### src/pad_pkg.sv
`default_nettype none

package pad_pkg;

    localparam int HALF_BIT_CYCLES = 4;  // clk cycles per pad clock half
    localparam int LATCH_HALVES    = 2;
    localparam int GAP_HALVES      = 8;
    localparam int PAD_BITS        = 16;

    localparam int BITS_END     = LATCH_HALVES + 2 * PAD_BITS;  // first gap half
    localparam int FRAME_HALVES = BITS_END + GAP_HALVES;
    localparam int FRAME_CYCLES = FRAME_HALVES * HALF_BIT_CYCLES;

    localparam int CNT_W     = $clog2(HALF_BIT_CYCLES);
    localparam int IDX_W     = $clog2(FRAME_HALVES);
    localparam int BIT_CNT_W = $clog2(PAD_BITS + 1);

    localparam logic [31:0] ADDR_BUTTONS = 32'h0000_0000;
    localparam logic [31:0] ADDR_FRAMES  = 32'h0000_0004;

    localparam logic [1:0] RESP_OKAY   = 2'b00;
    localparam logic [1:0] RESP_SLVERR = 2'b10;

    typedef struct packed {
        logic        present;   // genuine pad signature seen
        logic [2:0]  reserved;
        logic [11:0] buttons;
    } pad_fields_t;

    typedef union packed {
        logic [15:0] raw;
        pad_fields_t f;
    } pad_report_u;

endpackage

`default_nettype wire

### src/pad_deserializer.sv
`default_nettype none

module pad_deserializer
    import pad_pkg::*;
(
    input  wire         clk,
    input  wire         aresetn,
    input  wire         data,
    input  wire         sample,
    input  wire         frame_done,
    output pad_report_u report
);

    logic [PAD_BITS-1:0]  shreg;
    logic [BIT_CNT_W-1:0] bit_cnt;

    always_ff @(posedge clk) begin
        if (sample && bit_cnt < BIT_CNT_W'(PAD_BITS)) begin
            shreg <= {~data, shreg[PAD_BITS-1:1]};  // lsb first, active low
        end
    end

    always_ff @(posedge clk) begin
        if (!aresetn) begin
            bit_cnt <= '0;
        end else if (frame_done) begin
            bit_cnt <= '0;
        end else if (sample && bit_cnt < BIT_CNT_W'(PAD_BITS)) begin
            bit_cnt <= bit_cnt + 1'b1;
        end
    end

    always_ff @(posedge clk) begin
        if (!aresetn) begin
            report.raw <= '0;
        end else if (frame_done) begin
            report.f.present  <= shreg[15:12] == 4'b0000;  // pad id nibble
            report.f.reserved <= 3'b000;
            report.f.buttons  <= shreg[11:0];
        end
    end

    // every frame must deliver a full word
    assert property (@(posedge clk) disable iff (!aresetn)
        frame_done |-> bit_cnt == BIT_CNT_W'(PAD_BITS))
        else $error("frame_done after %0d samples", bit_cnt);

endmodule

`default_nettype wire

### src/pad_read_port.sv
`default_nettype none

module pad_read_port
    import pad_pkg::*;
(
    input  wire         clk,
    input  wire         aresetn,
    input  wire  [31:0] araddr,
    input  wire         arvalid,
    output logic        arready,
    output logic [31:0] rdata,
    output logic [1:0]  rresp,
    output logic        rvalid,
    input  wire         rready,
    input  wire pad_report_u report0,
    input  wire pad_report_u report1,
    input  wire         frame_done
);

    logic [31:0] frame_cnt;
    logic [31:0] rd_word;
    logic [1:0]  rd_resp;
    logic        ar_fire;

    assign arready = !rvalid;  // one read in flight
    assign ar_fire = arvalid && arready;

    always_ff @(posedge clk) begin
        if (!aresetn) begin
            frame_cnt <= '0;
        end else if (frame_done) begin
            frame_cnt <= frame_cnt + 1'b1;
        end
    end

    always_comb begin
        rd_word = '0;
        rd_resp = RESP_OKAY;
        case (araddr)
            ADDR_BUTTONS: rd_word = {report1.raw, report0.raw};
            ADDR_FRAMES:  rd_word = frame_cnt;
            default:      rd_resp = RESP_SLVERR;  // unmapped address reads zero
        endcase
    end

    always_ff @(posedge clk) begin
        if (!aresetn) begin
            rvalid <= 1'b0;
        end else if (ar_fire) begin
            rvalid <= 1'b1;
        end else if (rready) begin
            rvalid <= 1'b0;
        end
    end

    always_ff @(posedge clk) begin
        if (ar_fire) begin
            rdata <= rd_word;
            rresp <= rd_resp;
        end
    end

    // R channel held under back-pressure
    assert property (@(posedge clk) disable iff (!aresetn)
        rvalid && !rready |=> rvalid && $stable(rdata) && $stable(rresp))
        else $error("R channel changed before rready");

endmodule

`default_nettype wire

### src/pad_reader_top.sv
`default_nettype none

module pad_reader_top
    import pad_pkg::*;
(
    input  wire         clk,
    input  wire         aresetn,
    input  wire         pad0_data,
    output logic        pad0_latch,
    output logic        pad0_clk,
    input  wire         pad1_data,
    output logic        pad1_latch,
    output logic        pad1_clk,
    input  wire  [31:0] araddr,
    input  wire         arvalid,
    output logic        arready,
    output logic [31:0] rdata,
    output logic [1:0]  rresp,
    output logic        rvalid,
    input  wire         rready
);

    logic        pad_latch;
    logic        pad_clk;
    logic        sample;
    logic        frame_done;
    pad_report_u report0;
    pad_report_u report1;

    // both pads share one latch and clock
    assign pad0_latch = pad_latch;
    assign pad1_latch = pad_latch;
    assign pad0_clk   = pad_clk;
    assign pad1_clk   = pad_clk;

    pad_scan_timer pad_scan_timer_i (
        .clk        (clk),
        .aresetn    (aresetn),
        .pad_latch  (pad_latch),
        .pad_clk    (pad_clk),
        .sample     (sample),
        .frame_done (frame_done)
    );

    pad_deserializer pad_deserializer_0 (
        .clk        (clk),
        .aresetn    (aresetn),
        .data       (pad0_data),
        .sample     (sample),
        .frame_done (frame_done),
        .report     (report0)
    );

    pad_deserializer pad_deserializer_1 (
        .clk        (clk),
        .aresetn    (aresetn),
        .data       (pad1_data),
        .sample     (sample),
        .frame_done (frame_done),
        .report     (report1)
    );

    pad_read_port pad_read_port_i (
        .clk        (clk),
        .aresetn    (aresetn),
        .araddr     (araddr),
        .arvalid    (arvalid),
        .arready    (arready),
        .rdata      (rdata),
        .rresp      (rresp),
        .rvalid     (rvalid),
        .rready     (rready),
        .report0    (report0),
        .report1    (report1),
        .frame_done (frame_done)
    );

endmodule

`default_nettype wire

### src/pad_scan_timer.sv
`default_nettype none

module pad_scan_timer
    import pad_pkg::*;
(
    input  wire  clk,
    input  wire  aresetn,
    output logic pad_latch,
    output logic pad_clk,
    output logic sample,
    output logic frame_done
);

    logic [CNT_W-1:0] cnt;
    logic [CNT_W-1:0] cnt_nxt;
    logic [IDX_W-1:0] idx;
    logic [IDX_W-1:0] idx_nxt;
    logic [IDX_W-1:0] rel_idx;
    logic             in_latch;
    logic             in_bits;
    logic             low_half;
    logic             last_cyc;

    always_comb begin
        cnt_nxt = cnt + 1'b1;
        idx_nxt = idx;
        if (cnt == CNT_W'(HALF_BIT_CYCLES - 1)) begin
            cnt_nxt = '0;
            if (idx == IDX_W'(FRAME_HALVES - 1)) begin
                idx_nxt = '0;  // next frame
            end else begin
                idx_nxt = idx + 1'b1;
            end
        end
    end

    // decode the coming cycle so the outputs leave a flop
    always_comb begin
        rel_idx  = idx_nxt - IDX_W'(LATCH_HALVES);
        in_latch = idx_nxt < IDX_W'(LATCH_HALVES);
        in_bits  = (idx_nxt >= IDX_W'(LATCH_HALVES)) && (idx_nxt < IDX_W'(BITS_END));
        low_half = in_bits && !rel_idx[0];  // first half of each bit slot
        last_cyc = cnt_nxt == CNT_W'(HALF_BIT_CYCLES - 1);
    end

    always_ff @(posedge clk) begin
        if (!aresetn) begin
            cnt        <= '0;
            idx        <= '0;
            pad_latch  <= 1'b1;
            pad_clk    <= 1'b1;
            sample     <= 1'b0;
            frame_done <= 1'b0;
        end else begin
            cnt        <= cnt_nxt;
            idx        <= idx_nxt;
            pad_latch  <= in_latch;
            pad_clk    <= !low_half;  // idles high
            sample     <= low_half && last_cyc;
            frame_done <= last_cyc && (idx_nxt == IDX_W'(BITS_END - 1));
        end
    end

    // pads are still loading while latch is up
    assert property (@(posedge clk) disable iff (!aresetn)
        sample |-> !pad_latch)
        else $error("sample strobe during latch");

endmodule

`default_nettype wire

### config.mk
export PLATFORM = sky130hd
export DESIGN_NAME = pad_reader_top
export DESIGN_NICKNAME = d
export VERILOG_FILES = /design/src/pad_pkg.sv /design/src/pad_deserializer.sv /design/src/pad_read_port.sv /design/src/pad_reader_top.sv /design/src/pad_scan_timer.sv
export SDC_FILE = /design/constraint.sdc
export NUM_CORES = 1
export LEC_CHECK = 0
export BUFFER_PORTS_ARGS = -buffer_cell sky130_fd_sc_hd__buf_2
export CAP_MARGIN = 20
export CORE_AREA = 3 3 101 141
export DETAILED_ROUTE_END_ITERATION = 8
export DIE_AREA = 0 0 104 144
export PLACE_DENSITY = 0.73
export SYNTH_ARGS = -nofsm -noshare
export SYNTH_HDL_FRONTEND = slang
export SYNTH_SLANG_ARGS = --single-unit
### constraint.sdc
create_clock -name clk -period 4.38 [get_ports clk]
set_input_delay 0.438 -clock clk [delete_from_list [all_inputs] [get_ports clk]]
set_output_delay 0.438 -clock clk [all_outputs]
set_load 0.02 [all_outputs]
# == Word level (Yosys, flattened, before mapping) ==
# Cells that the tools add are included.
# op_classes
addsub,6
order_cmp,5
n_eq_ne,5
muxes,7
bitwise_logic,3
reduce_logical,16
# op_table
operator,count
one-hot mux 32 bit (2 select lines),1
adder 32 x 1 -> 32 bit (second input constant),1
equality test 32 x 3 -> 1 bit (second input constant),1
zero test 32 bit,1
equality test 6 bit (second input constant),2
two-way mux 6 bit,2
adder 5 x 1 -> 5 bit (second input constant),2
less-than comparator 5 bit (second input constant),2
zero test 4 bit,2
logical AND 1 bit,7
adder 6 x 1 -> 6 bit (second input constant),1
>= comparator 6 x 2 -> 1 bit (second input constant),1
less-than comparator 6 x 2 -> 1 bit (second input constant),1
less-than comparator 6 bit (second input constant),1
equality test 2 bit (second input constant),2
two-way mux 2 bit,2
OR reduction 2 bit,2
zero test 1 bit,3
NOT 1 bit,3
adder 2 x 1 -> 2 bit (second input constant),1
two-way mux 1 bit,2
nonzero test 2 bit,1
subtractor 1 bit (second input constant),1
# word_totals
ff_bits,147
input_bits,38
output_inout_bits,40
wordCells,58

# == Depth between registers and ports, before layout ==
# depth
ltp_word,7
depth_mapped,7
ltp_nobuf,7

# == Cells and area by module ==
# From an unflattened synthesis, not the netlist that was laid out.
# unflattened
cells_unflattened,539
area_unflattened_um2,6209.7
# modules_own_cells
module,instances,cells_per_inst,area_per_inst_um2
pad_read_port,1,298,3101.7
pad_deserializer,2,86,1227.4
pad_scan_timer,1,67,638.1
pad_reader_top,1,2,15.0

# == Worst setup path before layout ==
# No wires, ideal clock.
# synth_timing
path_type,input-to-reg
start,input port arvalid
end,"register pad_read_port_i.rdata[0], enable pin"
setup_ns,0.427
t_arrival_ns,1.928
required_time_ns,3.953
slack_ns,2.025
path_stages,1
n_path_buf,0
path_cell_list,nor2b_1
# synth_via
elab_chain_len,1
# synth_rtl
item,line_no,source
"start, declared",pad_reader_top.sv:15,"input wire arvalid,"
logical AND 1 bit,pad_read_port.sv:26,assign ar_fire = arvalid && arready;
"end signal, assigned",pad_read_port.sv:58,rdata <= rd_word;
"end, declared",pad_read_port.sv:11,"output logic [31:0] rdata,"
# Every way passes these cells.
# A chain may end at the register's enable or synchronous reset.

# == Worst setup path after layout ==
# layout_timing
start,register pad_scan_timer_i.cnt[0]
end,register pad_scan_timer_i.frame_done
# layout_via
elab_chain_len,4
# layout_rtl
item,line_no,source
"start, declared",pad_scan_timer.sv:14,logic [CNT_W-1:0] cnt;
"start signal, assigned",pad_scan_timer.sv:55,cnt <= cnt_nxt;
adder 2 x 1 -> 2 bit or equality test 2 bit (tied branches),"pad_scan_timer.sv:25, pad_scan_timer.sv:27",
two-way mux 2 bit or two-way mux 6 bit (tied branches),pad_scan_timer.sv:27,if (cnt == CNT_W'(HALF_BIT_CYCLES - 1)) begin
equality test 2 bit or equality test 6 bit (tied branches),"pad_scan_timer.sv:43, pad_scan_timer.sv:60",
logical AND 1 bit (*),pad_scan_timer.sv:60,frame_done <= last_cyc && (idx_nxt == IDX_W'(BITS_END - 1));
"end signal, assigned",pad_scan_timer.sv:60,
"end, declared",pad_scan_timer.sv:11,output logic frame_done
# Every way passes the cells marked *; elsewhere a longest branch is shown, timed or not.

==> flow_metrics.tcl <==
set metrics [dict create \
    cts_num_sinks 146 \
    cts_tree "yes" \
    avgSynthCellArea_um2 11.5 \
    grt_pass1_vias 3958 \
    cts_inserted_buffers 17 \
    clockRootBuffer "clkbuf_16" \
    worst-setup-path-type "register to register" \
    cp_max_fo 12 \
    row_count 49 \
    crit_required_ns 4.68 \
    nNetsFinal 627 \
    multi_input_area_mm2 0.00214 \
    cts_resized 0 \
    syn-cell-area_mm2 0.00586 \
    grt_max_degree 59 \
    avgRoutedWirePerCell_um 15.1 \
    synthTopCellsByArea "edfxtp_1, dfxtp_1, mux2i_1" \
    status "completed" \
    tightest_slew_ns 0.951 \
    synth_top_area_cell "edfxtp_1" \
    die_area_mm2 0.0150 \
    hold_class "input port to register" \
    synth-seq-cells 146 \
    p_leak_nw 2.61 \
    regArea_mm2 0.00357 \
    die_x_um 104 \
    r2r_slack_ns 2.15 \
    vias 3962 \
    wl_um 11700 \
    timing.fmax_ghz 0.448 \
    synth_top_cell_area_share_pct 33.3 \
    finalWeightedCongestion 0.835 \
    ys_types 42 \
    synth_cells 508 \
    power_density_mw_per_mm2 428 \
    port_buffers 76 \
    finalHoldViolCount 0 \
    route.detailed.drc 0 \
    ir_worst_vdd_mv 0.233 \
    core_area_mm2 0.0130 \
    grt_pass1_wl_um 19200 \
    insertion_delay_ns 0.41 \
    cts_max_level 4 \
    dp_hpwl_um 7810 \
    diodes 0 \
    crit_arrival_ns 2.53 \
    drive_gt1_share_pct 19.8 \
    globalRouteOverflowTotal 0 \
    die_h_um 144 \
    synth_nets 553 \
    ys_warn_count 0 \
    cts_buffer_depth 2 \
    setup_viol 0 \
    finish.utilization_pct 53.8 \
    period_minus_slack_ns 2.23 \
    slew_violations 0 \
    ctsHoldBuffers 0 \
    syn2layout_area_growth_pct 19.4 \
    io_pins 78 \
    antenna_found_initial 0 \
    clk_pin_slew_worst_paths_ns 0.06 \
    maxCapViolCount 0 \
    ys_seq_area_share_pct 61.0 \
    rsz0062_at_grt "no" \
    worstSetupEndpointType "register" \
    critPathLaunchType "register" \
    grt_usage_pct 16.1 \
    dr.pass1.iters 4 \
    start_util_pct 45.1 \
    max_slew_margin_pct 36.5 \
    fillers 1112 \
    ant_nets 0 \
    vias_per_cell 5.13 \
    post_cts_buffers 0 \
    fin_crit_sh_pct 51.0 \
    tns_ns 0 \
    skew_ns 0.00901 \
    first_iter_violations 171 \
    total_power_mw 2.99 \
]
==> cell type report <==
class | instances | area share (%)
sequential | 146 | 51.1
multi-input combinational | 326 | 30.6
clock buffer | 27 | 8.11
timing repair buffer | 81 | 5.98
tap | 178 | 3.18
inverter | 10 | 0.537
clock inverter | 5 | 0.519
==> critical path, stage by stage, from the launching register on <==
cell and delay (ns):
dfxtp_1 0.36, ha_1 0.42, nand4_1 0.17, xor2_1 0.23, a21boi_0 0.38, o21ai_0 0.24, nor2_1 0.31
==> power by group <==
part	total, mW	switching, mW	internal (mW)
clock	1.42	0.531	0.889
combinational	0.119	0.0784	0.0403
sequential	1.45	0.0104	1.44
==> synth_stat cells (all sizes together) <==
master,instances
a211oi,2
a31oi,1
o211ai,1
o21ai,4
edfxtp,65
xor2,19
inv,9
nand2b,2
ha,7
o31ai,1
a21bo,1
conb,1
mux2i,56
or2,1
buf,13
or3,4
and4,4
and4bb,2
xnor2,18
a21boi,1
clkbuf,13
nand2,15
clkinv,1
dfxtp,81
nor2,101
or4,2
and2,11
a41oi,2
nor2b,3
nand4,20
nand3,10
nor4,13
nor3b,1
nor3,8
a21oi,4
and3,9
or3b,1
o211a,1
==> state kept, by name, indices dropped and copies added (netlist names) <==
| signal | cells |
|---|---|
| pad_scan_timer_i.idx | 6 |
| pad_scan_timer_i.pad_latch | 1 |
| pad_deserializer_1.bit_cnt | 5 |
| pad_scan_timer_i.frame_done | 1 |
| pad_read_port_i.rresp | 1 |
| pad_deserializer_0.report | 13 |
| pad_read_port_i.frame_cnt | 32 |
| pad_scan_timer_i.cnt | 2 |
| pad_scan_timer_i.pad_clk | 1 |
| pad_read_port_i.rdata | 32 |
| pad_scan_timer_i.sample | 1 |
| pad_deserializer_1.shreg | 16 |
| pad_read_port_i.rvalid | 1 |
| pad_deserializer_0.shreg | 16 |
| pad_deserializer_0.bit_cnt | 5 |
| pad_deserializer_1.report | 13 |
==> cells in the final DEF, fill, tap and decap left out, types with 5 or more instances in the layout <==
cell and count:
mux2i_1 56, nor2_1 101, and2_1 11, nor3_1 8, inv_1 9, nand3_1 10, nand4_1 18, edfxtp_1 65
xor2_1 19, nand2_1 15, clkbuf_16 20, ha_1 7, buf_4 5, and3_1 8, dfxtp_1 81, buf_2 76
nor4_1 13, xnor2_1 18
==> final timing paths <==
check                                             startpoint                           end  depth (start not counted)
worst min-delay path                                  rready        pad_read_port_i.rvalid                          2
worst max register to register       pad_scan_timer_i.cnt[0]   pad_scan_timer_i.frame_done                          6
worst min register to register  pad_deserializer_0.shreg[12]  pad_deserializer_0.shreg[11]                          0
worst max-delay path                 pad_scan_timer_i.cnt[0]   pad_scan_timer_i.frame_done                          6
==> kinds of logic (layout without fill, tap and decap cells) <==
logic type	Yosys count	count (layout)	share of synthesized area, %
and+or+nand+nor	207	207	17.6
DFF	146	146	61.0
xor gates and xnor gates	37	37	5.53
adders and majority gates	7	7	1.50
AOI/OAI and AO/OA	18	18	2.07
muxes	56	56	9.57
buffers and inverters	36	123	2.61
other	1	1	0.0640
==> stage by stage <==
step	instance area [um^2]	hold WS [ns]	worst slack (ns)	std cells
4_1_cts	6990	0.181	2.17	773
3_5_place_dp	6390	0.437	2.20	741
5_1_grt	6990	0.202	1.96	773
6_report	6990	0.199	2.15	773
2_1_floorplan	5860	0.426	2.03	508
3_3_place_gp	6390	0.431	2.27	741
==> routing by layer <==
metal,GRT usage (%),part of all wire (%)
met5,0,0
met4,6.02,1.0
met1,18.0,41
met3,4.69,5.3
met2,29.1,52
(Power assumes the default switching activity.)
